--- src/include/pickup_defines.svh ---
`ifndef PICKUP_DEFINES_SVH
`define PICKUP_DEFINES_SVH

// visible screen area in pixels
`define SCREEN_WIDTH 640
`define SCREEN_HEIGHT 480

// position is kept in 1/64 pixel units
// must stay a power of two so the pixel value is a plain shift
`define FIXED_SCALE 64

// pickup is a square of this side in pixels
`define PICKUP_SIZE 32

// start row of a new pickup, one full square above the top edge
`define INITIAL_Y -32

// fall step per frame in fixed point units
// step = INITIAL_STEP + SPEED_STEP * speed
`define INITIAL_STEP 64
`define SPEED_STEP 32

// player box used for the take test
`define PLAYER_W 64
`define PLAYER_H 32

// frames to wait before a new pickup appears
// the low 4 random bits are added on top, so 4 to 19 frames
`define MIN_GAP 4

// start value of the spawner LFSR, any nonzero value works
`define LFSR_SEED 8'hA5

`endif

--- src/verilog/pickupPkg.sv ---
package pickupPkg;

	// signed screen coordinate, pickup may sit above the top edge
	typedef logic signed [10:0] coordT;

	// game speed set by the game logic
	typedef logic [2:0] speedT;

	// random byte from the spawner LFSR
	// used as a column in units of 2 pixels
	typedef logic [7:0] randT;

	// spawner FSM
	typedef enum logic [1:0] {
		sActiveWait, // pickup on screen, wait for it to leave
		sDelay, // count frames until the next spawn
		sDeploy // single cycle, pulses deploy
	} spawnStateT;

endpackage

--- src/verilog/pickupLogic.sv ---
`timescale 1ns/1ns
`include "pickup_defines.svh"

module pickupLogic (
	input logic clk,
	input logic resetN,
	input logic startOfFrame, // one-cycle strobe per frame
	input logic deploy, // start a new pickup
	input logic remove, // pickup was taken by the player
	input pickupPkg::randT randomCol, // column in units of 2 pixels
	input pickupPkg::speedT speed, // game speed, scales the fall step
	output pickupPkg::coordT pickupX, // top left corner in pixels
	output pickupPkg::coordT pickupY,
	output logic isActive // pickup is on screen
);

	localparam int fracBits = $clog2(`FIXED_SCALE); // shift from fixed point to pixels
	// parked X is the largest value, plus sign bit and headroom
	localparam int fixedW = $clog2(`SCREEN_WIDTH * `FIXED_SCALE) + 2;
	localparam int yLimit = (`SCREEN_HEIGHT - 1) * `FIXED_SCALE; // bottom row in fixed point
	localparam int xMax = 2 * ((1 << $bits(pickupPkg::randT)) - 1); // largest deploy column

	logic signed [fixedW-1:0] xFixed; // X in 1/64 pixel
	logic signed [fixedW-1:0] yFixed; // Y in 1/64 pixel
	logic signed [fixedW-1:0] step; // fall distance per frame

	// faster game, faster fall
	assign step = fixedW'(`INITIAL_STEP + `SPEED_STEP * int'(speed));

	always_ff @(posedge clk or negedge resetN) begin
		if (!resetN) begin
			xFixed <= fixedW'(`SCREEN_WIDTH * `FIXED_SCALE); // parked off screen
			yFixed <= fixedW'(`SCREEN_HEIGHT * `FIXED_SCALE);
			isActive <= 1'b0;
		end else if (remove) begin // taken, wins over everything
			xFixed <= fixedW'(`SCREEN_WIDTH * `FIXED_SCALE);
			yFixed <= fixedW'(`SCREEN_HEIGHT * `FIXED_SCALE);
			isActive <= 1'b0;
		end else if (deploy) begin
			xFixed <= fixedW'(int'(randomCol) * 2 * `FIXED_SCALE); // even column 0..510
			yFixed <= fixedW'(`INITIAL_Y * `FIXED_SCALE); // just above the screen
			isActive <= 1'b1;
		end else if (startOfFrame && isActive) begin // move once per frame
			if (yFixed > yLimit) begin
				isActive <= 1'b0; // fell past the bottom edge
			end else begin
				yFixed <= yFixed + step; // fall
			end
		end
	end

	// drop the fraction bits
	assign pickupX = pickupPkg::coordT'(xFixed >>> fracBits);
	assign pickupY = pickupPkg::coordT'(yFixed >>> fracBits);

	// deploy and remove both keep X consistent with isActive
	xInRange: assert property (
		@(posedge clk) disable iff (!resetN)
		isActive |-> (pickupX >= 0 && pickupX <= xMax)
	) else $error("pickupX %0d out of range while active", pickupX);

endmodule

--- config.mk ---
export PLATFORM = sky130hd
export DESIGN_NAME = pickupLogic
export DESIGN_NICKNAME = d
export VERILOG_FILES = /design/src/verilog/pickupPkg.sv /design/src/verilog/pickupLogic.sv
export VERILOG_INCLUDE_DIRS = /design/src /design/src/include
export SDC_FILE = /design/constraint.sdc
export NUM_CORES = 1
export LEC_CHECK = 0
export BUFFER_PORTS_ARGS = -buffer_cell sky130_fd_sc_hd__buf_2
export CAP_MARGIN = 20
export CORE_ASPECT_RATIO = 1.25
export CORE_MARGIN = 8
export CORE_UTILIZATION = 30
export DETAILED_ROUTE_END_ITERATION = 10
export GPL_TIMING_DRIVEN = 0
export PLACE_DENSITY_LB_ADDON = 0.2
export SLEW_MARGIN = 30
export SYNTH_ARGS = -nofsm -noshare
export SYNTH_HDL_FRONTEND = slang
export SYNTH_SLANG_ARGS = --single-unit
--- constraint.sdc ---
create_clock -name clk -period 3.68 [get_ports clk]
set_clock_uncertainty 0.05 [all_clocks]
set_input_delay 0.552 -clock clk [delete_from_list [all_inputs] [get_ports clk]]
set_output_delay 0.552 -clock clk [all_outputs]
set_load 0.005 [all_outputs]
# --- After elaboration in Yosys (flattened, before gate mapping) ---
# Cells that the tools add are included.
totals:
  ff_bits: 36
  latchBits: 0
  ram_bits: 0
  mem_bits_ro: 0
  inputBits: 16
  output_inout_bits: 23
  elab_cells: 23
  n_memories: 0
classes:
  add_sub_neg: 2
  multipliers: 0
  n_div: 0
  magnitude_cmp: 1
  eq_ne: 1
  shifts: 0
  n_mux: 10
  bitwise_logic: 0
  n_reduce_logical: 6
op_table:
  columns: ["op", "n"]
  rows:
  - ["2-to-1 mux 18 bit", 4]
  - ["2-to-1 mux 17 bit", 2]
  - ["adder 18 x 10 -> 18 bit", 1]
  - ["greater-than comparator 18 x 16 -> 1 bit (second input constant)", 1]
  - ["adder 7 x 8 -> 9 bit (first input constant)", 1]
  - ["nonzero test 3 bit", 2]
  - ["2-to-1 mux 1 bit", 4]
  - ["AND reduction 2 bit", 2]
  - ["inequality test 3 bit (second input constant)", 1]
  - ["nonzero test 2 bit", 1]
  - ["logical AND 1 bit", 1]

# --- Logic depth before layout (Yosys ltp) ---
logic_depth:
  word_depth: 6
  depth_mapped: 6
  ltp_nobuf: 6

# --- Least setup slack after synthesis ---
# Ideal clock, no wire load.
synth_timing:
  path_kind: "input to register"
  startpoint: "input port speed[0]"
  endpoint: "register yFixed[17]"
  setup_ns: 0.099
  arrival_time_ns: 1.988
  required_time_ns: 3.531
  path_slack_ns: 1.543
  stages: 6
  n_path_buf: 0
  path_cell_list: "ha_1 fa_1 and3_1 o21ai_0 nor2_1 a311oi_1"
synth_between:
  elab_chain_len: 6
synth_rtl:
  columns: ["element", "line_no", "source"]
  rows:
  - ["start: declaration", "pickupLogic.sv:11", "input pickupPkg::speedT speed,"]
  - ["adder 7 x 8 -> 9 bit (no line)", null, null]
  - ["adder 18 x 10 -> 18 bit", "pickupLogic.sv:47", "yFixed <= yFixed + step;"]
  - ["2-to-1 mux 18 bit", "pickupLogic.sv:44", "if (yFixed > yLimit) begin"]
  - ["2-to-1 mux 18 bit", "pickupLogic.sv:43", "end else if (startOfFrame && isActive) begin"]
  - ["2-to-1 mux 18 bit", "pickupLogic.sv:39", "end else if (deploy) begin"]
  - ["2-to-1 mux 18 bit", "pickupLogic.sv:35", "end else if (remove) begin"]
  - ["end signal: assignment", "pickupLogic.sv:37", "yFixed <= fixedW'(`SCREEN_HEIGHT * `FIXED_SCALE);"]
  - ["end signal: assignment", "pickupLogic.sv:41", "yFixed <= fixedW'(`INITIAL_Y * `FIXED_SCALE);"]
  - ["end signal: assignment", "pickupLogic.sv:47", null]
  - ["end: declaration", "pickupLogic.sv:24", "logic signed [fixedW-1:0] yFixed;"]
# Every way passes these cells. The select of a mux whose other input is x is not followed.
# A chain may end at the register's enable or synchronous reset.

# --- Final worst setup path ---
layout_timing:
  startpoint: "register yFixed[5]"
  endpoint: "register yFixed[15]"
layout_between:
  elab_chain_len: 5
  word_cells_on_any_way: 8
  cone_classes: "add/sub (1); order compare (1); eq/ne (1); mux (4); reduce/logical (1)"
layout_rtl:
  columns: ["element", "line_no", "source"]
  rows:
  - ["start signal: assignment", "pickupLogic.sv:33", "yFixed <= fixedW'(`SCREEN_HEIGHT * `FIXED_SCALE);"]
  - ["start signal: assignment", "pickupLogic.sv:37", null]
  - ["start signal: assignment", "pickupLogic.sv:41", null]
  - ["adder 18 x 10 -> 18 bit", "pickupLogic.sv:47", null]
  - ["2-to-1 mux 18 bit", "pickupLogic.sv:44", null]
  - ["2-to-1 mux 18 bit", "pickupLogic.sv:43", null]
  - ["2-to-1 mux 18 bit", "pickupLogic.sv:39", null]
  - ["2-to-1 mux 18 bit", "pickupLogic.sv:35", null]
# Parallel ways exist; a longest one is shown, timed or not. The select of a mux whose other input is x is not followed.

==> results_dict.tcl <==
set metrics [dict create \
    run_status "completed" \
    chipWidth_um 78.8 \
    numCtsBuffers 3 \
    largest_net_degree_at_the_start_of_global_routing 24 \
    power_switching_share_pct 25.0 \
    layout.cells.most_common_list "38 x buf_2, 18 x nor2_1, 17 x dfrtp_1" \
    synth_top_family_by_area "compound AO/OA/AOI/OAI gates" \
    final_nets 215 \
    clock_latency_ps 260 \
    required_arrival_time_at_the_worst_endpoint_ps 3800 \
    synth_seq_cells 23 \
    leak_pwr_nw 0.870 \
    worst_pin_slew_ps 530 \
    timing.critical_path.arrival_ps 2350 \
    vias_per_cell 4.77 \
    synthCells 150 \
    path_class "reg2reg" \
    path_buf_inv 0 \
    yosys.area_share.adder_pct 6.43 \
    antenna_found_initial 0 \
    post_layout_worst_setup_margin_ps 1450 \
    setup_tns_ps 0 \
    cts_num_sinks 23 \
    groute.layer.met1.usage_pct 10.7 \
    setup_repair_after_global_routing_missed_its_margin "false" \
    timing.critical_path.cells "ha_1 > fa_1 > and3_1 > o21ai_0 > nor2_1 > a221oi_2" \
    layout_commonest_cell "buf_2" \
    maxSlewHeadroom_pct 64.6 \
    finalSetupViolations 0 \
    firstDrtPassIters 4 \
    synth-compound-area-share_pct 17.3 \
    portion_of_the_post_synthesis_area_used_by_sequential_elements_pct 39.4 \
    finalWeightedCongestion 0.809 \
    core_region_area_mm2 0.00473 \
    clock-root-buffer "clkbuf_8" \
    worstRegToRegCells 6 \
    rows 28 \
    regToRegStartpoint "yFixed[5]" \
    synth_top_area_cell "dfrtp_1" \
    path_clk_slew_ps 80 \
    wire_per_inst_um 13.5 \
    top_usage_layer "met2" \
    post_route_cells_drive_above_1_share_pct 36.6 \
    cts_hold_repair.buffers 0 \
    post_synth_num_cell_types 36 \
    yosys-mux-area-fraction_pct 8.80 \
    post_synth_main_area_contributors "dfrtp_1 29%, dfstp_2 11%, mux2i_1 8.8%" \
    power.internal_mw 0.373 \
    portBuffers 36 \
    fill_cells 520 \
    detailedRoute.firstIterationViolations 48 \
    share_comb_of_total_power_pct 13.6 \
    grt_pass1_wl_um 5930 \
    grt_util_all_layers_pct 9.80 \
    hold_ws_ps 213 \
    biggest_cell_delay_along_the_critical_path_ps 410 \
    worst_setup_path_start_kind "flop" \
    maxClockFrequency_mhz 448 \
    postLayoutCellArea_mm2 0.00178 \
    worst_hold_path_type "in2async" \
    post_synth_and_or_nand_nor_area_fraction_pct 17.1 \
    crit_path_max_fanout 3 \
    area_growth_syn_to_layout_pct 20.6 \
    worstReg2RegEnd "yFixed[15]" \
    clockPowerShare_pct 31.8 \
    top_level_port_count 39 \
    wl_um 3380 \
    crit_path_top_delay_cell "dfrtp_1" \
    cts_post_setup_buffers_inserted 0 \
    drcViolationCount 0 \
    detailed_place.area_mm2 0.00174 \
    power_density_normalized_to_cell_area_mw_per_mm2 279 \
    post_synth_instance_area_mm2 0.00148 \
    post_synth.cell_area_avg_um2 9.86 \
    postCtsResizedCells 0 \
    seqCellArea_um2 583 \
    ff_to_ff_setup_slack_ps 1450 \
    finalPower_mw 0.497 \
    p_sw_mw 0.124 \
    post_placement_cell_count 247 \
    detailedPlacementHpwl_um 2660 \
    detail-route-antenna-nets 0 \
    dp_worst_setup_slack_ps 1150 \
    layout_min_cycle_time_ps 2230 \
    yosysTopAreaCellShare_pct 28.8 \
    grt_remaining_overflow 0 \
    worst_setup_path_end_kind "flop" \
    synth-xor-area-share_pct 0.592 \
    final_cell_count_no_fill 251 \
    cts_htree_levels 1 \
    floorplan.die.height_um 94.5 \
    worst_ir_drop_vdd_mv 0.190 \
    grt_pass1_vias 1298 \
    fin_crit_sh_pct 60.6 \
    globalRouteMet2Util_pct 17.2 \
    tritoncts_clock_tree "done" \
    final_core_utilization_pct 37.7 \
    synth_edf_count 0 \
    synth_flop_cell "dfrtp_1" \
    initial_core_util_pct 31.3 \
    yosys_warnings 0 \
    synthArstFlopShare_pct 100 \
    hold_viol 0 \
    sequentialPowerShare_pct 54.5 \
    max-cap-violations 0 \
    antenna-diode-count 0 \
    cts_buffer_depth 2 \
    critPathTopFamily "compound AO/OA/AOI/OAI gates" \
    vias 1198 \
    final-max-slew-violation-count 0 \
    die_area_mm2 0.00745 \
    multi_input_comb_area_um2 751 \
    groute.layer.met3.usage_pct 3.52 \
]
-- how the worst max path moves through the flow --
stage / start / endpoint / slack, ps / cells after the start
floorplan: speed[0] / yFixed[17] / 1540 / 6
global placement: speed[0] / yFixed[15] / 1180 / 7
detailed placement: speed[0] / yFixed[17] / 1150 / 7
CTS: yFixed[5] / yFixed[17] / 1400 / 6
global route: yFixed[5] / yFixed[17] / 1250 / 6
finish: yFixed[5] / yFixed[15] / 1450 / 6
-- Yosys cell counts, types with 2 or more instances --
library cell and n:
or3_1 3, nand3_1 6, dfrtp_1 17, a211oi_2 3, a31oi_1 2, a211o_1 3
and2_1 5, nor3_1 2, a21oi_1 7, nor2_1 18, a21o_1 3, a221oi_2 2
buf_4 13, nand2_1 5, o211ai_1 2, inv_1 6, o21ai_0 7, ha_1 6
buf_2 2, and3_1 5, dfstp_2 6, mux2i_1 13
-- worst reg2reg max path: cells and delay by family, from the launching register on --
kind                     cells  cell delay [ps]
AO/OA/AOI/OAI                2              700
flip-flops                   1              410
AND/OR/NAND/NOR              2              370
adder cells (fa/ha/maj)      2              630
-- registers in the layout (all words and copies together) (netlist names) --
signal	flops
isActive	1
xFixed	9
yFixed	13
-- power by group through the flow --
stage               sequential (mW)  combinational [mW]  clock [mW]
finish                        0.271              0.0676       0.158
global route                  0.273              0.0782       0.174
CTS                           0.271              0.0694       0.163
detailed placement            0.275              0.0698           0
global placement              0.276              0.0687           0
floorplan                     0.275              0.0377           0
-- cells by family (layout without fill, tap and decap cells) --
logic type      after synthesis  after routing
flops                        23             23
mux                          13             13
fa+ha+maj                     7              7
buf+inv                      24             64
simple gates                 47             47
xor+xnor                      1              1
other cells                   1              2
compound gates               34             34
-- metal layers --
layer | up-vias | wire [um]
met4 | 0 | 51
li1 | 598 | -
met5 | - | 0
met1 | 563 | 1460
met2 | 33 | 1640
met3 | 4 | 233
-- cell type report --
class                           instances  share of cell area [%]
Multi-Input combinational cell        104                    42.1
Sequential cell                        23                    32.7
Timing Repair Buffer                   36                    10.1
Buffer                                 18                    7.09
Tap cell                               60                    4.21
Clock buffer                            4                    2.53
Inverter                                6                    1.26
(Power assumes the default switching activity.)
