### src/include/pickup_defines.svh
`ifndef PICKUP_DEFINES_SVH
`define PICKUP_DEFINES_SVH

// visible screen area in pixels
`define SCREEN_WIDTH 640
`define SCREEN_HEIGHT 480

// position is kept in 1/64 pixel units
// must stay a power of two so the pixel value is a plain shift
`define FIXED_SCALE 64

// pickup is a square of this side in pixels
`define PICKUP_SIZE 32

// start row of a new pickup, one full square above the top edge
`define INITIAL_Y -32

// fall step per frame in fixed point units
// step = INITIAL_STEP + SPEED_STEP * speed
`define INITIAL_STEP 64
`define SPEED_STEP 32

// player box used for the take test
`define PLAYER_W 64
`define PLAYER_H 32

// frames to wait before a new pickup appears
// the low 4 random bits are added on top, so 4 to 19 frames
`define MIN_GAP 4

// start value of the spawner LFSR, any nonzero value works
`define LFSR_SEED 8'hA5

`endif

### src/verilog/pickupPkg.sv
package pickupPkg;

	// signed screen coordinate, pickup may sit above the top edge
	typedef logic signed [10:0] coordT;

	// game speed set by the game logic
	typedef logic [2:0] speedT;

	// random byte from the spawner LFSR
	// used as a column in units of 2 pixels
	typedef logic [7:0] randT;

	// spawner FSM
	typedef enum logic [1:0] {
		sActiveWait, // pickup on screen, wait for it to leave
		sDelay, // count frames until the next spawn
		sDeploy // single cycle, pulses deploy
	} spawnStateT;

endpackage

### src/verilog/pickupSpawner.sv
`timescale 1ns/1ns
`include "pickup_defines.svh"

module pickupSpawner (
	input logic clk,
	input logic resetN,
	input logic startOfFrame, // one-cycle strobe per frame
	input logic isActive, // pickup currently on screen
	output logic deploy, // one-cycle pulse, start a new pickup
	output pickupPkg::randT randomCol // column for the new pickup, valid with deploy
);

	localparam int cntW = 5; // holds MIN_GAP + 15

	pickupPkg::spawnStateT state; // FSM state
	pickupPkg::randT lfsr; // free running random source
	logic lfsrFeedback; // next bit shifted into the LFSR
	logic [cntW-1:0] framesLeft; // frames still to wait in sDelay
	logic [cntW-1:0] nextGap; // wait length picked when the pickup leaves

	// x^8 + x^6 + x^5 + x^4 + 1, maximal length
	assign lfsrFeedback = lfsr[7] ^ lfsr[5] ^ lfsr[4] ^ lfsr[3];

	always_ff @(posedge clk or negedge resetN) begin
		if (!resetN) begin
			lfsr <= `LFSR_SEED;
		end else begin
			lfsr <= {lfsr[6:0], lfsrFeedback}; // steps every clock
		end
	end

	// fixed minimum plus 0..15 random frames
	assign nextGap = cntW'(`MIN_GAP) + cntW'(lfsr[3:0]);

	always_ff @(posedge clk or negedge resetN) begin
		if (!resetN) begin
			state <= pickupPkg::sDelay; // first pickup also waits
			framesLeft <= cntW'(`MIN_GAP) + cntW'(`LFSR_SEED & 8'h0F); // gap from the seed
		end else begin
			case (state)
				pickupPkg::sActiveWait: begin
					if (!isActive) begin // pickup left or was taken
						state <= pickupPkg::sDelay;
						framesLeft <= nextGap; // sample random gap now
					end
				end
				pickupPkg::sDelay: begin
					if (startOfFrame) begin // count frames only
						if (framesLeft == cntW'(1)) begin
							state <= pickupPkg::sDeploy; // last frame of the gap
						end
						framesLeft <= framesLeft - cntW'(1);
					end
				end
				pickupPkg::sDeploy: begin
					state <= pickupPkg::sActiveWait; // object goes active on this edge
				end
				default: begin
					state <= pickupPkg::sDelay; // recover from an illegal code
				end
			endcase
		end
	end

	assign deploy = (state == pickupPkg::sDeploy); // high for the single sDeploy cycle
	assign randomCol = lfsr; // object samples it with deploy

	// sDeploy always moves on, so a deploy never stretches
	deployOneCycle: assert property (
		@(posedge clk) disable iff (!resetN)
		deploy |=> !deploy
	) else $error("deploy held longer than one cycle");

	// a new pickup must not replace one still on screen
	noDeployWhileActive: assert property (
		@(posedge clk) disable iff (!resetN)
		deploy |-> !isActive
	) else $error("deploy while a pickup is active");

endmodule

### config.mk
export PLATFORM = sky130hd
export DESIGN_NAME = pickupSpawner
export DESIGN_NICKNAME = d
export VERILOG_FILES = /design/src/verilog/pickupPkg.sv /design/src/verilog/pickupSpawner.sv
export VERILOG_INCLUDE_DIRS = /design/src /design/src/include
export SDC_FILE = /design/constraint.sdc
export NUM_CORES = 1
export LEC_CHECK = 0
export ABC_AREA = 0
export BUFFER_PORTS_ARGS = -buffer_cell sky130_fd_sc_hd__buf_2
export CAP_MARGIN = 20
export CORE_MARGIN = 3
export CORE_UTILIZATION = 44
export DETAILED_ROUTE_END_ITERATION = 8
export GPL_TIMING_DRIVEN = 1
export HOLD_SLACK_MARGIN = 0.1
export SLEW_MARGIN = 30
export SYNTH_ARGS = -nofsm -noshare
export SYNTH_HDL_FRONTEND = slang
export SYNTH_SLANG_ARGS = --single-unit
### constraint.sdc
create_clock -name clk -period 2.1 [get_ports clk]
set_input_delay 0.42 -clock clk [delete_from_list [all_inputs] [get_ports clk]]
set_output_delay 0.42 -clock clk [all_outputs]
set_load 0.005 [all_outputs]
# == After elaboration in Yosys (flattened, before gate mapping) ==
# Index checks and enable logic that the tools add are counted.
# totals
ff_bits,15
output_inout_bits,9
# classes
n_addsub,2
n_eq_ne,6
mux,7
bitwise,3
reduce_logical,4
# op_table
operator,n
two-way mux 5 bit,2
case mux 5 bit (2 select lines),1
two-way mux 2 bit,3
"inequality test 2 bit, second input constant",3
case mux 2 bit (3 select lines),1
AND reduction 3 bit,2
"adder 3 x 4 -> 5 bit, first input constant",1
"equality test 5 x 1 -> 1 bit, second input constant",1
"subtractor 5 x 1 -> 5 bit, second input constant",1
bitwise XOR 1 bit,3
"equality test 2 x 1 -> 1 bit, second input constant",1
"equality test 2 bit, second input constant",1
logical NOT 2 bit,1
nonzero test 2 bit,1

# == Logic depth before layout (Yosys ltp) ==
# Gate-level depths: netlist of the first run.
# depth
word_depth,4
depth_mapped,7
ltp_nobuf,5

# == Least setup slack after synthesis of the first run ==
# OpenSTA, ideal clock, no wires.
# synth_timing
path_kind,flip-flop to flip-flop
from,register state[0]
to,register framesLeft[4]
arrival_ns,1.679
required_ns,1.976
path_slack_ns,0.298
path_stages_with_launch,8
path_buffers,2
period_less_slack_ns,1.802
path_cell_list,dfstp_2 inv_1 ha_1 and2_1 clkbuf_2 or2_0 buf_2 a211o_1
# synth_between
elab_chain_cells,3
elab_cells_between_ends,7
classes_between,3 x eq/ne; 1 x mux; 3 x reduce/logical
# synth_rtl
element,line_no,rtl
start: declaration,pickupSpawner.sv:15,pickupPkg::spawnStateT state;
start signal: assignment,pickupSpawner.sv:37,state <= pickupPkg::sDelay;
start signal: assignment,pickupSpawner.sv:43,state <= pickupPkg::sDelay;
start signal: assignment,pickupSpawner.sv:50,state <= pickupPkg::sDeploy;
equality test 2 x 1 -> 1 bit / logical NOT 2 bit (equally long branches),pickupSpawner.sv:40,case (state)
inequality test 2 bit (no source line) / nonzero test 2 bit (equally long branches),-,
AND reduction 3 bit (no source line),-,
end signal: assignment,pickupSpawner.sv:38,framesLeft <= cntW'(`MIN_GAP) + cntW'(`LFSR_SEED & 8'h0F);
end signal: assignment,pickupSpawner.sv:44,framesLeft <= nextGap;
end signal: assignment,pickupSpawner.sv:52,framesLeft <= framesLeft - cntW'(1);
end: declaration,pickupSpawner.sv:18,logic [cntW-1:0] framesLeft;
# Several ways; a longest one is shown, not always the timed one.
# A chain may end at the register's enable or synchronous reset.

# == Worst setup path after layout of the first run ==
# Ends and elaborated chain as after synthesis.

==> flow_summary_export.csv, run 1 <==
group,metric,value,unit
min_path,hold_path.class,"reg -> reg",
flow_run,timing.max_cap.violations,0,
detailed_routing,wl_per_cell,12.59,um
global_routing,grt_pass1_vias,486,
cts,cts_resized,0,
sta,skew,0.007314,ns
global_routing,grt_first_pass_wirelength,2132,um
sta,setup_violations,0,
layout,fin_area,897.1,um2
cts,htreeDepth,1,
placed_design,gp_congestion,0.8512,
logic_synthesis,synth_top_area_share,25.64,%
logic_synthesis,synth_cells,71,
power,powerDensity,1253,nW/um2
global_routing,grtUsageTotal,13.29,%
layout,fin_util,56.28,%
logic_synthesis,yosys_warnings,0,
layout,final_cell_mix,"buf_2 (12), dfrtp_1 (8), dfstp_2 (7)",
power,leakagePower,0.4431,nW
sta,finalHoldViolations,0,
global_routing,antenna_found_initial,0,
detailed_routing,drc,0,
critical_path,path_delay_family,"simple AND/OR/NAND/NOR gates",
floorplan,fp.coreArea,1594,um2
placed_design,dp_cells,105,
sta,fin_crit,1.843,ns
floorplan,top_level_ports,13,
floorplan,start_util,48.98,%
detailed_routing,wl,1385,um
placed_design,port-buffer-count,12,
detailed_routing,vias,549,
power,ir_worst_vdd,0.5947,mV
logic_synthesis,synthesis.area,780.7,um2
detailed_routing,antenna_left,0,
critical_path,cp-end-kind,"flop",
detailed_routing,avgViaCountPerCell,4.991,
logic_synthesis,synth.area.top_cells,"dfrtp_1 (26%), dfstp_2 (24%), ha_1 (9.6%)",
logic_synthesis,ys_ff_latch,15,
cts,clock-root-buffer,"clkbuf_4",
critical_path,critPathLaunchType,"flop",
sta,fin_crit_sh,87.76,%
logic_synthesis,synth_edf_count,0,
sta,max_slew.worst_pin.slew,0.3480,ns
floorplan,placementRows,14,
critical_path,cpMaxStageDelayCell,"dfstp_2",
placed_design,placed_area,860.8,um2
cts,cts.clk_slew.worst_paths,0.09,ns
logic_synthesis,async_flop_share,100.0,%
detailed_routing,drt_iter0_markers,6,
layout,nFillCells,140,
critical_path,critical_path.max_stage_delay,0.56,ns
logic_synthesis,synth_seq_area_share,49.20,%
detailed_routing,drt_first_pass_iters,4,
critical_path,worst-path-max-fanout,6,
placed_design,hpwl,1034,um
cts,worstSkewPairLatency,0.27,ns
global_routing,grt_max_degree,17,
global_routing,overflow,0,
critical_path,arrival,2.01,ns
cts,clock_path_buffers,2,
cts,numCtsBuffers,3,
sta,fin_hold_ws,0.3784,ns
floorplan,fp.dieW,48.13,um
sta,fin_ws,0.2570,ns
sta,setup_tns,0,ns
cts,clkSinkCount,15,
logic_synthesis,synth_top_flop_cell,"dfrtp_1",
critical_path,path_buf_inv,1,
layout,finalNonFillerCells,110,
critical_path,cp.required,2.27,ns
cts,cts_tree,"yes",
logic_synthesis,syn_nets,81,
power,power,1.124,mW
layout,nets,97,
sta,slew-limit-headroom,76.80,%
logic_synthesis,synth_area_leader_cell,"dfrtp_1",
layout,diodes,0,
logic_synthesis,synth_cell_types,37,
layout,syn_to_final_growth,14.90,%
floorplan,dieArea,2316,um2
sta,max_clock_freq,542.6,MHz
critical_path,setup.worst_path.class,"reg -> reg",
floorplan,die_height,48.13,um
logic_synthesis,avgSynthCellArea,11.00,um2
sta,slew_viol_final,0,
layout,drive_above_1_share,31.40,%
status,run_status,"completed",
sta,rsz0062_at_grt,"no",
layout,final_common_cell,"buf_2",
placed_design,dp_slack,0.2718,ns
critical_path,path_cells,"inv_1 > ha_1 > and2_1 > or2_0 > a211o_1",
power breakdown:
part	total (mW)	internal [mW]	switching, mW
sequential	0.443	0.377	0.0661
clock	0.158	0.0734	0.0847
combinational	0.523	0.249	0.273
total	1.12	0.700	0.424
kinds of logic after synthesis:
kind of cell             Yosys count  share of synthesized area (%)
AND/OR/NAND/NOR                   22                          16.19
multiplexers                       2                          3.045
AO/OA/AOI/OAI                     14                          12.98
buffers and inverters              9                          5.607
XOR/XNOR                           3                          3.366
adder cells (fa/ha/maj)            6                          9.615
flip-flops                        15                          49.20
final timing paths:
kind | cells after the start | startpoint | slack [ns] | end
max | 5 | state[0] | 0.26 | framesLeft[4]
min | 0 | randomCol[6] | 0.38 | randomCol[7]
max reg2reg | 5 | state[0] | 0.26 | framesLeft[4]
min reg2reg | 0 | randomCol[6] | 0.38 | randomCol[7]
max in group asynchronous | 2 | resetN | 1.24 | randomCol[7]
min in group asynchronous | 2 | resetN | 0.56 | framesLeft[2]
sequential cells by signal, indices dropped and copies added, names as in the netlist:
register	flops
randomCol	8
framesLeft	5
state	2
cell type report:
class	instances	area, um2	share of cell area, %
Sequential cell	15	384.1	42.82
Timing Repair Buffer	15	85.08	9.484
Inverter	5	18.77	2.092
Clock buffer	4	26.28	2.929
Tap cell	24	30.03	3.347
Multi-Input combinational cell	47	352.8	39.33
cell usage after synthesis (all sizes together) (2+ instances only):
cell / count
a21oi: 2
a31oi: 2
and2: 2
buf: 2
clkbuf: 2
dfrtp: 8
dfstp: 7
ha: 6
inv: 5
mux2i: 2
nand2: 2
nor2: 5
nor3: 3
o31ai: 2
xnor2: 2
worst register-to-register path: stages (launching register included):
cell and delay [ns]:
dfstp_2 0.56, inv_1 0.06, ha_1 0.23, and2_1 0.21, or2_0 0.36, a211o_1 0.33
routing by layer:
layer  track usage, %  wire, um  vias to the layer above
met1            19.63       697                      254
met4            3.226         0                        0
li1                 -         -                      280
met5                0         0                        -
met3            3.321        64                        0
met2            19.53       623                       15
what timing repair did:
action / in CTS / in global routing
endpoints found under the setup margin: 0 / 0
hold buffers: 1 / 0
setup buffers: 0 / 0
hold endpoints to repair: 8 / 0
(Power assumes the default switching activity.)
==> run 2, diff against run 1 <==
- SETUP_SLACK_MARGIN: unset -> 0.15
- clock period: 2.1 -> 1.9 ns (I/O delays scaled with it)
==> run 2 against run 1 <==
Against the previous run: utilization increased by 1.0 points; sequential power increased by 11%; routed wire length increased by 0.51%; sequential share of layout area decreased by 0.76 points; global-route usage increased by 1.9 points.
==> flow_summary_export.csv, run 2 (same netlist as run 1, synthesis figures left out) <==
group,metric,value,unit
global_routing,overflow,0,
critical_path,arrival,1.85,ns
cts,post-cts-setup-buffer-count,0,
cts,cts_tree,"yes",
global_routing,grt_max_degree,17,
floorplan,fp.dieW,48.13,um
layout,nets,97,
status,run_status,"completed",
critical_path,cp.depth,5,
critical_path,reg2reg_depth,5,
detailed_routing,drc,0,
global_routing,grt_pass1_vias,489,
power,powerDensity,1393,nW/um2
sta,finalHoldViolations,0,
min_path,min_to,"state[1]",
power,ir_worst_vdd,0.8233,mV
layout,largest_reg_flops,8,
critical_path,worst-path-max-fanout,6,
critical_path,cp-end-kind,"flop",
detailed_routing,antenna_left,0,
detailed_routing,wl,1392,um
placed_design,port-buffer-count,12,
layout,nFillCells,137,
cts,worstSkewPairLatency,0.28,ns
floorplan,die_height,48.13,um
critical_path,startpoint,"state[0]",
min_path,hold_start,"startOfFrame",
cts,clock-root-buffer,"clkbuf_4",
sta,max_clock_freq,597.7,MHz
critical_path,setup.worst_path.class,"reg -> reg",
detailed_routing,drt_iter0_markers,5,
floorplan,dieArea,2316,um2
critical_path,cp.required,2.08,ns
critical_path,reg2reg_to,"framesLeft[4]",
cts,numCtsBuffers,3,
layout,register_area,384.1,um2
critical_path,r2r_setup_slack,0.23,ns
min_path,hold_path.class,"in -> reg",
placed_design,gp_congestion,0.8441,
sta,slew_viol_final,0,
detailed_routing,vias,542,
placed_design,dp_cells,105,
placed_design,dp_slack,0.1575,ns
floorplan,start_util,48.98,%
layout,diodes,0,
critical_path,timing.rr.start,"state[0]",
floorplan,fp.coreArea,1594,um2
layout,final_common_cell,"buf_2",
critical_path,critical_path.max_stage_delay,0.57,ns
critical_path,path_cells,"inv_2 > ha_4 > and2_1 > or2_4 > a211o_1",
power,leakagePower,0.4480,nW
global_routing,use_met2,21.11,%
global_routing,grt_first_pass_wirelength,2242,um
cts,clkSinkCount,15,
placed_design,hpwl,1050,um
sta,setup_tns,0,ns
cts,htreeDepth,1,
sta,skew,0.002877,ns
detailed_routing,wl_per_cell,12.65,um
sta,setup_violations,0,
sta,fin_crit_sh,88.06,%
sta,max_slew.worst_pin.slew,0.3137,ns
cts,cts.clk_slew.worst_paths,0.09,ns
sta,fin_hold_ws,0.3821,ns
floorplan,placementRows,14,
layout,multi_input_area,367.9,um2
global_routing,grt_use_met1,19.81,%
layout,syn_to_final_growth,16.99,%
min_path,worstHoldPathCells,3,
global_routing,grtUsageTotal,15.17,%
critical_path,path_buf_inv,1,
cts,clock_path_buffers,2,
detailed_routing,drt_first_pass_iters,2,
critical_path,path_delay_family,"flip-flops",
critical_path,cpMaxStageDelayCell,"dfstp_2",
sta,fin_crit,1.673,ns
layout,final_cell_mix,"buf_2 (12), dfrtp_1 (8), dfstp_2 (7)",
layout,finalNonFillerCells,110,
global_routing,antenna_found_initial,0,
sta,fin_ws,0.2269,ns
layout,fin_util,57.30,%
sta,slew-limit-headroom,78.67,%
floorplan,top_level_ports,13,
layout,drive_above_1_share,36.05,%
sta,rsz0062_at_grt,"no",
detailed_routing,avgViaCountPerCell,4.927,
global_routing,busiest_layer,"met2",
critical_path,critPathLaunchType,"flop",
flow_run,timing.max_cap.violations,0,
global_routing,grt_use_met3,5.535,%
[run 2: area by class of cell]
cell class              instances  area share, %
clock buffers                   3          2.466
clock inverters                 1         0.5479
inverters                       5          2.055
multi-input cells              47          40.27
flip-flops and latches         15          42.05
well taps                      24          3.288
repair buffers                 15          9.315
[run 2: worst max path at each step]
| stage | end | slack [ns] |
|---|---|---|
| 6_report | framesLeft[4] | 0.23 |
| 5_1_grt | framesLeft[0] | 0.16 |
| 3_5_place_dp | framesLeft[4] | 0.16 |
| 2_1_floorplan | framesLeft[4] | 0.17 |
| 4_1_cts | framesLeft[4] | 0.18 |
| 3_3_place_gp | framesLeft[4] | 0.21 |
[run 2: power breakdown]
| group | total (mW) | switching [mW] | leakage, nW | internal (mW) |
|---|---|---|---|---|
| combinational | 0.597 | 0.297 | 0.252 | 0.301 |
| clock | 0.184 | 0.106 | 0.0177 | 0.0782 |
| sequential | 0.491 | 0.0736 | 0.179 | 0.417 |
[run 2: per-layer routing]
metal  share of wire [%]  up-vias
met5                   0        -
met4                 2.5        0
met3                 2.9        4
met2                  46        8
met1                  49      252
li1                    -      278
[run 2: worst min-delay path: stages]
cell	delay [ns]
buf_2	0.12
nand3_1	0.07
a21oi_1	0.06
[run 2: per-stage QoR]
| stage | power, mW | area (um2) |
|---|---|---|
| floorplan | 0.9889 | 793.3 |
| global placement | 1.084 | 873.3 |
| detailed placement | 1.085 | 873.3 |
| CTS | 1.277 | 910.9 |
| global route | 1.404 | 913.4 |
| finish | 1.272 | 913.4 |
[run 2: what timing repair did]
| action | in CTS | in global routing |
|---|---|---|
| gates resized for setup | 1 | 1 |
| hold buffers | 1 | 0 |
| setup endpoints to repair | 2 | 3 |
| endpoints found under the hold margin | 8 | 0 |
