[config.mk]
export PLATFORM = sky130hd
export DESIGN_NAME = pickupCollision
export DESIGN_NICKNAME = d
export VERILOG_FILES = /design/src/verilog/pickupPkg.sv /design/src/verilog/pickupCollision.sv
export VERILOG_INCLUDE_DIRS = /design/src /design/src/include
export SDC_FILE = /design/constraint.sdc
export NUM_CORES = 1
export LEC_CHECK = 0
export BUFFER_PORTS_ARGS = -buffer_cell sky130_fd_sc_hd__buf_4
export CORE_AREA = 2 2 72 74
export DETAILED_ROUTE_END_ITERATION = 6
export DIE_AREA = 0 0 74 76
export PLACE_DENSITY = 0.75
export SLEW_MARGIN = 10
export SYNTH_ARGS = -nofsm -noshare
export SYNTH_HDL_FRONTEND = slang
export SYNTH_SLANG_ARGS = --single-unit
[constraint.sdc]
create_clock -name clk -period 1.1 [get_ports clk]
set_input_delay 0.055 -clock clk [delete_from_list [all_inputs] [get_ports clk]]
set_output_delay 0.055 -clock clk [all_outputs]
set_load 0.05 [all_outputs]
[src/include/pickup_defines.svh]
`ifndef PICKUP_DEFINES_SVH
`define PICKUP_DEFINES_SVH

// visible screen area in pixels
`define SCREEN_WIDTH 640
`define SCREEN_HEIGHT 480

// position is kept in 1/64 pixel units
// must stay a power of two so the pixel value is a plain shift
`define FIXED_SCALE 64

// pickup is a square of this side in pixels
`define PICKUP_SIZE 32

// start row of a new pickup, one full square above the top edge
`define INITIAL_Y -32

// fall step per frame in fixed point units
// step = INITIAL_STEP + SPEED_STEP * speed
`define INITIAL_STEP 64
`define SPEED_STEP 32

// player box used for the take test
`define PLAYER_W 64
`define PLAYER_H 32

// frames to wait before a new pickup appears
// the low 4 random bits are added on top, so 4 to 19 frames
`define MIN_GAP 4

// start value of the spawner LFSR, any nonzero value works
`define LFSR_SEED 8'hA5

`endif

[src/verilog/pickupPkg.sv]
package pickupPkg;

	// signed screen coordinate, pickup may sit above the top edge
	typedef logic signed [10:0] coordT;

	// game speed set by the game logic
	typedef logic [2:0] speedT;

	// random byte from the spawner LFSR
	// used as a column in units of 2 pixels
	typedef logic [7:0] randT;

	// spawner FSM
	typedef enum logic [1:0] {
		sActiveWait, // pickup on screen, wait for it to leave
		sDelay, // count frames until the next spawn
		sDeploy // single cycle, pulses deploy
	} spawnStateT;

endpackage

[src/verilog/pickupCollision.sv]
`timescale 1ns/1ns
`include "pickup_defines.svh"

module pickupCollision (
	input logic clk,
	input logic resetN,
	input logic isActive, // pickup on screen
	input pickupPkg::coordT pickupX, // pickup top left corner
	input pickupPkg::coordT pickupY,
	input pickupPkg::coordT pixelX, // current scan position
	input pickupPkg::coordT pixelY,
	input pickupPkg::coordT playerX, // player top left corner
	input pickupPkg::coordT playerY,
	output logic drawRequest, // pixel belongs to the pickup, one cycle late
	output logic pickupTaken // one-cycle pulse on first overlap
);

	int pickupRight; // first column right of the pickup
	int pickupBottom; // first row below the pickup
	int playerRight; // first column right of the player
	int playerBottom; // first row below the player
	logic insidePickup; // scan pixel inside the square
	logic overlapNow; // boxes overlap this cycle
	logic overlapPrev; // overlap seen last cycle

	// int math so the player box can't wrap near the coordinate limit
	assign pickupRight = int'(pickupX) + `PICKUP_SIZE;
	assign pickupBottom = int'(pickupY) + `PICKUP_SIZE;
	assign playerRight = int'(playerX) + `PLAYER_W;
	assign playerBottom = int'(playerY) + `PLAYER_H;

	// half open square, left and top edges included
	assign insidePickup = isActive
		&& (pixelX >= pickupX) && (int'(pixelX) < pickupRight)
		&& (pixelY >= pickupY) && (int'(pixelY) < pickupBottom);

	// rectangles overlap when each starts before the other ends
	assign overlapNow = isActive
		&& (int'(pickupX) < playerRight) && (int'(playerX) < pickupRight)
		&& (int'(pickupY) < playerBottom) && (int'(playerY) < pickupBottom);

	always_ff @(posedge clk or negedge resetN) begin
		if (!resetN) begin
			drawRequest <= 1'b0;
			overlapPrev <= 1'b0;
			pickupTaken <= 1'b0;
		end else begin
			drawRequest <= insidePickup; // registered for the pixel pipeline
			overlapPrev <= overlapNow;
			pickupTaken <= overlapNow && !overlapPrev; // rising edge only
		end
	end

	// taken pulse clears isActive through remove, so it can't repeat
	takenSinglePulse: assert property (
		@(posedge clk) disable iff (!resetN)
		pickupTaken |=> !pickupTaken
	) else $error("pickupTaken high on two consecutive cycles");

endmodule

### Word-level counts from Yosys, hierarchy flattened

Cells that the tools add are included.

* add/subtract/negate cells: 4
* multipliers: 0
* divide/modulo/power cells: 0
* magnitude comparators: 8
* eq/ne operators: 0
* shift operators: 0
* multiplexer cells: 0
* bitwise operators: 0
* reductions and logical operators: 10

Operators with widths (number)
* less-than comparator 11 x 12 -> 1 bit: 6
* adder 11 x 7 -> 12 bit (second input constant): 3
* greater-or-equal comparator 11 bit: 2
* adder 11 x 8 -> 12 bit (second input constant): 1
* logical AND 1 bit: 9
* logical NOT 1 bit: 1

* bits in registers: 3
* latch bits: 0
* memory bits (writable): 0
* memory bits (read-only): 0
* input bits: 69
* output and inout port bits: 2
* word-level logic and storage cells: 25
* memories: 0

### Depth between registers and ports, before layout

Gate-level depths: netlist of run 1.

* depth in word-level cells: 7
* gate-level depth with buffers: 11
* mapped depth without buffers: 11

### Least setup slack after synthesis of run 1

OpenSTA, ideal clock, no wires.

* kind: input to register
* from: in playerY[5]
* to: reg pickupTaken
* library setup time: 0.073 ns
* arrival: 2.045 ns
* required time: 1.027 ns
* slack: -1.017 ns
* stages on the path: 10
* buffers on the path: 0
* path through: ha_1 > nand3_1 > xor2_1 > ha_1 > a21o_1 > a211oi_1 > a21oi_1 > or4_1 > nor4_2 > nor2b_1

* longest elaborated chain between the ends: 5
* elaborated cells on any way between the ends: 6
* those cells by class: add/sub: 1; order compare: 2; reduce/logical: 3

RTL lines
* from (decl): line pickupCollision.sv:13 `input pickupPkg::coordT playerY,`
* adder 11 x 7 -> 12 bit (no line)
* less-than comparator 11 x 12 -> 1 bit: line pickupCollision.sv:40 `&& (int'(pickupY) < playerBottom) && (int'(playerY) < pickupBottom);`
* logical AND 1 bit: line pickupCollision.sv:40
* logical AND 1 bit (*): line pickupCollision.sv:40
* via overlapNow: line pickupCollision.sv:23 `logic overlapNow;`
* logical AND 1 bit (*): line pickupCollision.sv:50 `pickupTaken <= overlapNow && !overlapPrev;`
* to (signal assigned): line pickupCollision.sv:50
* to (decl): line pickupCollision.sv:15 `output logic pickupTaken`

Mark *: on every way through the listed nets, which the timed path passes. The rest lies on a longest branch.

### Final worst setup path of run 1

* from: in playerX[7]
* to: reg pickupTaken

* longest elaborated chain between the ends: 7
* elaborated cells on any way between the ends: 8
* those cells by class: add/sub: 1; order compare: 2; reduce/logical: 5

RTL lines
* from (decl): line pickupCollision.sv:12 `input pickupPkg::coordT playerX,`
* adder 11 x 8 -> 12 bit (no line)
* less-than comparator 11 x 12 -> 1 bit: line pickupCollision.sv:39 `&& (int'(pickupX) < playerRight) && (int'(playerX) < pickupRight)`
* logical AND 1 bit: line pickupCollision.sv:39
* logical AND 1 bit (*): line pickupCollision.sv:39
* logical AND 1 bit (*) (2 in a row): line pickupCollision.sv:40
* via overlapNow: line pickupCollision.sv:23
* logical AND 1 bit (*): line pickupCollision.sv:50

Marks and branches as above.

==> results.json, run 1 <==
{
  "run_status": "complete, but fails checks",
  "violations": "negative setup slack",
  "numPortBuffers": 70,
  "worst_slack_ns": -0.996,
  "antenna_found_initial": 0,
  "final_cells": 524,
  "final_cell_mix": "buf_4 (145), ha_1 (75), inv_1 (38)",
  "crit_type": "primary input to flop",
  "dieArea_um2": 5620,
  "syn_avg_cell_area_um2": 7.94,
  "worst_ep_required_time_ns": 1.24,
  "vias_per_cell": 5.32,
  "io_pins": 71,
  "grt_use_total": 0.269,
  "cp-end-kind": "flop",
  "hold_class": "primary input to asynchronous set/reset pin",
  "synth_top_cell_area_share": 0.448,
  "insertion_delay_ns": 0.21,
  "mostFrequentLayoutCell": "buf_4",
  "arrival_ns": 2.23,
  "hold_viol": 0,
  "synthToLayoutAreaGrowth_pct": 72.9,
  "clock.fmax_ghz": 0.477,
  "vias": 2788,
  "synth_top_cell_by_area": "ha_1",
  "grt_pass1_vias": 2943,
  "synth.area.top_cells": "ha_1 (45%), inv_1 (6.5%), a21o_1 (4.5%)",
  "hpwl_um": 5840,
  "powerDensity_nw_per_um2": 525,
  "drt_iter0_drc": 85,
  "dr.pass1.iters": 4,
  "syn_area_um2": 2320,
  "placedCellCount": 516,
  "rsz0062_at_grt": "yes",
  "cts.path.max_buffers": 2,
  "post-route-util": 0.816,
  "cp_max_fo": 4,
  "worst_pin_slew_ns": 0.588,
  "cp-start-kind": "primary input",
  "grt.overflow.total": 0,
  "die_w_um": 74,
  "rows": 26,
  "pre_cts_slack_ns": -1.27,
  "yosysSeqAreaShare": 0.0324,
  "cts_tree": "built",
  "clk_pin_slew_ns": 0.03,
  "synth_cell_types": 42,
  "worst_ir_drop_vdd_mv": 0.366,
  "finalCritPeriodShare": 1.91,
  "postPlaceCellArea_um2": 3660,
  "finalMaxSlewViolations": 0,
  "fin_tns_setup_ns": -2.60,
  "synth_fp_nets": 444,
  "crit_start": "playerX[7]",
  "grt_max_degree": 6,
  "cts_htree_levels": 1,
  "globalplace.congestion": 0.910,
  "cts_num_sinks": 3,
  "yosysWarningCount": 0,
  "r2r-start": "overlapPrev",
  "antenna_left": 0,
  "root_buffer": "clkbuf_8",
  "dieHeight_um": 76,
  "wire_per_inst_um": 14.6,
  "design_area_um2": 4010,
  "r2r_slack_ns": 0.55,
  "yosys_most_used_dff": "dfrtp_1",
  "drive_gt1_frac": 0.447,
  "maxCapViolCount": 0,
  "coreArea_um2": 4910,
  "routed_wl_um": 7660,
  "fin_skew_ns": 0.00000366,
  "finalPower_mw": 2.10,
  "hold_slack_ns": 0.186,
  "synthArstFlopShare": 1.00,
  "start_util": 0.472,
  "slew_headroom": 0.598,
  "ys_ff_latch": 3,
  "grt_pass1_wl_um": 12200,
  "timing.final.crit_period_ns": 2.10,
  "setup_viol": 3,
  "n_antenna_cell": 0,
  "netlist_instances": 292,
  "cts_buffers": 3,
  "total_leakage_power_nw": 2.15,
  "drc": 0,
  "nets": 607,
  "synth-edff-count": 0
}
cell usage after synthesis, types with 2 or more instances:
master	count
nor3b_1	3
a21o_1	14
nand4_1	8
a211oi_1	3
o21ai_0	10
o21ai_1	4
nor4_1	4
or4_1	2
nand3_1	14
a221oi_1	2
nand2b_1	6
dfrtp_1	3
ha_1	83
xor2_1	5
nand2_1	13
nor3_1	4
a31oi_1	2
nor2_1	10
inv_1	40
a21oi_1	20
nor2b_1	8
xnor2_1	10
a2111oi_2	2
o211ai_1	2
mux2_2	2
o21a_1	2
cells by family after synthesis:
logic type	synth area share
AND/OR/NAND/NOR	0.187
AO/OA/AOI/OAI	0.198
XOR/XNOR	0.0567
adder cells (fa/ha/maj)	0.448
flip-flops	0.0324
multiplexers	0.00972
buffers and inverters	0.0680
report_power, final:
| part | leakage, nW | switching, mW | internal, mW | total [mW] |
|---|---|---|---|---|
| Combinational | 2.08 | 0.754 | 0.924 | 1.68 |
| Clock | 0.0228 | 0.0633 | 0.246 | 0.310 |
| Sequential | 0.0418 | 0.000613 | 0.113 | 0.114 |
cell type report:
class / count / area [µm²]
Multi-Input combinational cell: 247 / 2370
Timing Repair Buffer: 158 / 1250
Fill cell: 323 / 906
Inverter: 42 / 173
Tap cell: 70 / 87.6
Sequential cell: 3 / 75.1
Clock buffer: 4 / 45.0
final timing paths:
| check | end | cells past startpoint |
|---|---|---|
| setup / recovery | pickupTaken | 10 |
| hold / removal | overlapPrev | 2 |
| setup reg to reg | pickupTaken | 1 |
| hold reg to reg | pickupTaken | 1 |
| max in group asynchronous | drawRequest | 2 |
| min in group clk | overlapPrev | 5 |
worst max-delay path, stage by stage:
cell	delay, ns
buf_8	0.09
nand3_2	0.08
xor2_1	0.16
ha_1	0.32
a21o_1	0.19
a2111oi_4	0.35
a21oi_1	0.07
or4_4	0.50
nor4_4	0.24
nor2b_1	0.17
sequential cells by signal (all words and copies together) (netlist names):
name	cells
drawRequest	1
overlapPrev	1
pickupTaken	1
routing by layer:
layer / wire length, µm / GRT usage / vias to the layer above
li1: - / - / 1398
met2: 4130 / 0.515 / 87
met4: 181 / 0.0927 / 0
met1: 3100 / 0.302 / 1287
met5: 0 / 0 / -
met3: 247 / 0.0159 / 16
repair_timing:
action,4_1_cts,5_1_grt
hold buffers,1,0
endpoints found under the setup margin,3,3
pin swaps,25,14
gates cloned,0,0
setup buffers,2,3
hold endpoints to repair,3,0
gates resized for setup,34,16
Power figures use the tool's default switching activity.
==> run 2: changes to the inputs <==
Settings changed: ABC_AREA set to 1, CORE_AREA 2 2 72 74 to 2 2 75 77, DIE_AREA 0 0 74 76 to 0 0 77 79.
==> run 2 against run 1 <==
  * The flow still finishes with violations (negative setup slack)
  * Via count rose by 9.1%
  * Clock power rose by 2%
  * Register-to-register slack improved by 0.02 ns
  * Wire length fell by 0.40%
  * First-iteration DRC count rose by 26%
  * Non-clock buffer count fell by 30
  * Sequential power rose by 5%
  * Clock-buffer cell count did not move
  * Critical path depth rose by 3
  * Flip-flop and latch count did not move
  * Clock skew rose by 0.0013 ns
  * Critical path type unchanged
==> results.json, run 2 <==
{
  "hold_slack_ns": 0.165,
  "die_w_um": 77,
  "synth_cell_types": 23,
  "run_status": "complete, but fails checks",
  "timing.final.crit_period_ns": 1.62,
  "reg2reg_depth": 1,
  "synthArstFlopShare": 1.00,
  "synth-edff-count": 0,
  "cts_num_sinks": 3,
  "fin_skew_ns": 0.00131,
  "final_cell_mix": "buf_4 (115), nand2_1 (100), ha_1 (76)",
  "grt_pass1_wl_um": 12700,
  "hold_viol": 0,
  "start_util": 0.476,
  "hp-start": "isActive",
  "powerDensity_nw_per_um2": 527,
  "cp-end-kind": "flop",
  "setup_viol": 3,
  "antenna_found_initial": 0,
  "finalPower_mw": 2.09,
  "coreArea_um2": 5340,
  "nFillCells": 424,
  "r2r_end": "pickupTaken",
  "cts_htree_levels": 1,
  "synth_fp_nets": 552,
  "drt_iter0_drc": 107,
  "reg_top3": "drawRequest x1, overlapPrev x1, pickupTaken x1",
  "clk_pin_slew_ns": 0.03,
  "clock.fmax_ghz": 0.619,
  "register_area_um2": 75.1,
  "synthSimpleGateAreaFrac": 0.292,
  "cts.path.max_buffers": 2,
  "synthToLayoutAreaGrowth_pct": 56.6,
  "hpwl_um": 6010,
  "globalplace.congestion": 0.878,
  "grt_use_total": 0.249,
  "cts_tree": "built",
  "vias": 3042,
  "grt.overflow.total": 0,
  "synth_fa_ha_area_frac": 0.409,
  "cp_max_fo": 3,
  "synth.area.top_cells": "ha_1 (41%), nand2_1 (16%), inv_1 (11%)",
  "mostFrequentLayoutCell": "buf_4",
  "root_buffer": "clkbuf_8",
  "finalMaxSlewViolations": 0,
  "insertion_delay_ns": 0.21,
  "netlist_instances": 400,
  "violations": "negative setup slack",
  "grt_pass1_vias": 3109,
  "synth_top_family_by_area": "adder cells",
  "r2r_slack_ns": 0.57,
  "antenna_left": 0,
  "dieArea_um2": 6080,
  "dieHeight_um": 79,
  "dr.pass1.iters": 5,
  "wire_per_inst_um": 12.6,
  "rows": 27,
  "syn_area_um2": 2540,
  "drive_gt1_frac": 0.331,
  "routed_wl_um": 7630,
  "synth_most_common_cell": "nand2_1",
  "multi_input_area_um2": 2450,
  "worst_pin_slew_ns": 0.312,
  "yosys_most_used_dff": "dfrtp_1",
  "synth_top_cell_by_area": "ha_1",
  "syn_avg_cell_area_um2": 6.35,
  "cp-start-kind": "primary input",
  "ys_ff_latch": 3,
  "worst_ep_required_time_ns": 1.20,
  "worst_ir_drop_vdd_mv": 0.549,
  "pre_cts_slack_ns": -0.842,
  "hold_path_end": "drawRequest",
  "vias_per_cell": 5.04,
  "netlist_top_cells_count": "nand2_1 (106), ha_1 (83), inv_1 (77)",
  "numPortBuffers": 70,
  "hold_class": "primary input to flop",
  "yosysWarningCount": 0,
  "worst_slack_ns": -0.516,
  "io_pins": 71,
  "synth-xor-area-share": 0.0483,
  "synthMuxAreaShare": 0,
  "synth-compound-area-share": 0.107,
  "slew_headroom": 0.790,
  "r2r-start": "overlapPrev",
  "finalCritPeriodShare": 1.47,
  "grt_max_degree": 6,
  "yosysSeqAreaShare": 0.0296,
  "cts_buffers": 3,
  "maxCapViolCount": 0,
  "total_leakage_power_nw": 2.28,
  "rsz0062_at_grt": "yes",
  "drc": 0,
  "synth_top_cell_area_share": 0.409,
  "arrival_ns": 1.72,
  "holdPathStages": 5,
  "crit_type": "primary input to flop",
  "fin_tns_setup_ns": -1.50,
  "n_antenna_cell": 0,
  "nets": 685,
  "post-route-util": 0.745
}
[run 2: area by class of cell]
| cell class | count | area share |
|---|---|---|
| multi-input combinational | 320 | 0.615 |
| timing repair buffer | 128 | 0.259 |
| inverter | 77 | 0.0727 |
| tap | 72 | 0.0227 |
| sequential | 3 | 0.0189 |
| clock buffer | 4 | 0.0113 |
[run 2: through the flow]
stage / std cells / instance area (µm²)
floorplan: 400 / 2610
global placement: 595 / 3620
detailed placement: 595 / 3620
CTS: 604 / 3880
global route: 604 / 3980
finish: 604 / 3980
[run 2: worst max-delay path by stage]
stage                from     endpoint  slack (ns)  cells past startpoint
3_3_place_gp   playerX[6]  pickupTaken       -0.73                     16
2_1_floorplan  pickupY[5]  pickupTaken       -0.42                     13
4_1_cts        pickupX[6]  drawRequest       -0.53                     15
3_5_place_dp   pickupX[6]  drawRequest       -0.84                     15
6_report       pickupY[5]  overlapPrev       -0.52                     13
5_1_grt        pickupX[5]  drawRequest       -0.65                     15
[run 2: power by group]
| group | leakage [nW] | switching, mW | total [mW] | internal, mW |
|---|---|---|---|---|
| registers | 0.0415 | 0.00251 | 0.120 | 0.117 |
| clock network | 0.0228 | 0.0690 | 0.316 | 0.247 |
| logic | 2.22 | 0.847 | 1.66 | 0.811 |
[run 2: per-layer routing]
| layer | routed length [µm] | vias up | global-route usage |
|---|---|---|---|
| met5 | 0 | - | 0 |
| li1 | - | 1560 | - |
| met1 | 3150 | 1382 | 0.278 |
| met4 | 165 | 0 | 0.0589 |
| met2 | 4050 | 86 | 0.505 |
| met3 | 255 | 14 | 0.0239 |
[run 2: timing repair]
item                       in CTS  in global routing
pin swaps                      30                 19
hold endpoints to repair        3                  0
hold buffers                    1                  0
gates resized for setup        37                 22
setup buffers                   4                  0
setup endpoints to repair       3                  3
[run 2: cell families after synthesis]
| group | Yosys count |
|---|---|
| AOI/OAI and AO/OA | 53 |
| xor gates and xnor gates | 14 |
| adders and majority gates | 83 |
| buffers and inverters | 77 |
| DFF | 3 |
| and+or+nand+nor | 170 |
[run 2: critical path, cell delays in order]
cell and delay (ns):
buf_6 0.10, ha_4 0.15, nand3_4 0.09, xor2_2 0.17, ha_1 0.30, nand2_1 0.07, nor2_2 0.09, nor3b_2 0.21
nand2_1 0.12, a21oi_2 0.20, nor2_4 0.04, nand3_2 0.08, inv_1 0.04
==> run 3: changes to the inputs <==
--- a/config.mk
+++ b/config.mk
@@ -13,4 +13,5 @@
 export DIE_AREA = 0 0 77 79
 export PLACE_DENSITY = 0.75
+export RECOVER_POWER = 100
 export SLEW_MARGIN = 10
 export SYNTH_ARGS = -nofsm -noshare
==> constraint.sdc (replaced) <==
create_clock -name clk -period 1.1 [get_ports clk]
set_input_delay 0.165 -clock clk [delete_from_list [all_inputs] [get_ports clk]]
set_output_delay 0.165 -clock clk [all_outputs]
set_load 0.05 [all_outputs]
==> run 3 against run 2 <==
  * The run still ends with negative setup slack left
  * Cell area shrank 0.76%
  * Worst hold slack gained 0.13 ns
  * Sequential power is essentially flat
  * Via count decreased by 3.1%
  * Critical endpoint is now pickupTaken
  * Worst setup slack worse by 0.12 ns
  * First-iteration DRC count shrank 22%
  * Total power decreased by 1.2%
==> results.json, run 3 (synthesis gave the netlist of run 2 again) <==
{
  "routed_wl_um": 7160,
  "finalMaxSlewViolations": 0,
  "insertion_delay_ns": 0.22,
  "cts.path.max_buffers": 2,
  "nets": 685,
  "hold_viol": 0,
  "finalPower_mw": 2.07,
  "start_util": 0.476,
  "rsz0062_at_grt": "yes",
  "drt_iter0_drc": 83,
  "vias_per_cell": 4.88,
  "wl_met1_um": 3010,
  "coreArea_um2": 5340,
  "mostFrequentLayoutCell": "buf_4",
  "drive_gt1_frac": 0.335,
  "worst_ir_drop_vdd_mv": 0.326,
  "n_antenna_cell": 0,
  "pre_cts_slack_ns": -0.905,
  "wl_met2_um": 3830,
  "numPortBuffers": 70,
  "fin_tns_setup_ns": -1.81,
  "slew_headroom": 0.790,
  "placedCellCount": 595,
  "violations": "negative setup slack",
  "dieArea_um2": 6080,
  "r2r-start": "overlapPrev",
  "cts_buffers": 3,
  "crit_type": "primary input to flop",
  "grt_use_total": 0.225,
  "antenna_found_initial": 0,
  "globalplace.congestion": 0.879,
  "holdPathStages": 5,
  "reg2reg_depth": 1,
  "grt_pass1_wl_um": 11500,
  "r2r_end": "pickupTaken",
  "die_w_um": 77,
  "arrival_ns": 1.88,
  "powerDensity_nw_per_um2": 524,
  "dieHeight_um": 79,
  "cp_max_fo": 3,
  "worst_ep_required_time_ns": 1.25,
  "rows": 27,
  "hp-start": "isActive",
  "hold_path_end": "drawRequest",
  "crit_start": "playerX[7]",
  "hpwl_um": 6010,
  "grt.overflow.total": 0,
  "antenna_left": 0,
  "clk_pin_slew_ns": 0.03,
  "worst_slack_ns": -0.632,
  "final_cells": 604,
  "root_buffer": "clkbuf_8",
  "timing.final.crit_period_ns": 1.73,
  "synthToLayoutAreaGrowth_pct": 55.4,
  "final_cell_mix": "buf_4 (115), nand2_1 (98), ha_1 (77)",
  "run_status": "complete, but fails checks",
  "total_leakage_power_nw": 2.27,
  "cts_num_sinks": 3,
  "cp-start-kind": "primary input",
  "wire_per_inst_um": 11.9,
  "cp-end-kind": "flop",
  "fin_skew_ns": 0.00253,
  "grt_max_degree": 6,
  "reg_top3": "drawRequest x1, overlapPrev x1, pickupTaken x1",
  "hold_class": "primary input to flop",
  "dr.pass1.iters": 5,
  "grt_pass1_vias": 2847,
  "vias": 2947,
  "cts_htree_levels": 1,
  "drc": 0,
  "worst_pin_slew_ns": 0.312,
  "cts_tree": "built",
  "setup_viol": 3,
  "io_pins": 71,
  "clock.fmax_ghz": 0.577,
  "r2r_slack_ns": 0.57,
  "highest_layer": "met4",
  "finalCritPeriodShare": 1.57,
  "maxCapViolCount": 0,
  "route.met3.wl_um": 256,
  "hold_slack_ns": 0.290
}
==> run 3: cell count changes in the layout (fill, tap and decap cells not counted), moves of 2 or more <==
cell / change
nand3_1: -2
nand2_2: +2
nand3_2: +3
a21oi_2: -2
nand2_1: -2
clkbuf_2: +2
buf_6: -2
==> run 3: layout make-up <==
type	count	area (µm²)
Inverter	77	289
Timing Repair Buffer	128	1010
Tap cell	72	90.1
Sequential cell	3	75.1
Multi-Input combinational cell	320	2440
Clock buffer	4	45.0
Fill cell	444	1390
==> run 3: worst max path at each step <==
stage | to | slack (ns) | cells past startpoint
after global routing | pickupTaken | -0.74 | 15
after detailed placement | pickupTaken | -0.90 | 16
after global placement | pickupTaken | -0.84 | 16
after CTS | pickupTaken | -0.62 | 16
after floorplan | pickupTaken | -0.53 | 13
final | pickupTaken | -0.63 | 16
==> run 3: routing by layer <==
layer | track usage | vias to the layer above
li1 | - | 1559
met1 | 0.268 | 1313
met2 | 0.451 | 69
met3 | 0.0148 | 6
met4 | 0.0304 | 0
met5 | 0 | -
==> run 3: through the flow <==
stage	cell area [µm²]	utilization
final	3950	0.739
after global placement	3620	0.678
after global routing	3950	0.739
after CTS	3810	0.715
after floorplan	2610	-
after detailed placement	3620	0.678
==> run 3: worst max-delay path: stages <==
cell and delay (ns):
buf_8 0.08, ha_4 0.14, nand3_2 0.07, xor2_1 0.17, ha_1 0.30, nand2_2 0.10
nor2_4 0.05, nand2_2 0.06, nand3_2 0.10, nor2_4 0.16, nand2_2 0.06, nand2_1 0.06
nand2_1 0.06, nor2_2 0.12, nand3_2 0.08, nor2_2 0.08
==> run 3: power by group <==
| part | internal, mW | switching (mW) |
|---|---|---|
| clock | 0.247 | 0.0731 |
| sequential | 0.117 | 0.00236 |
| combinational | 0.801 | 0.828 |
==> run 3: repair_timing <==
action	4_1_cts	5_1_grt
hold buffers	1	0
buffers inserted	2	2
setup endpoints to repair	3	3
resized for setup	25	33
endpoints found under the hold margin	3	0
pin swaps	34	37
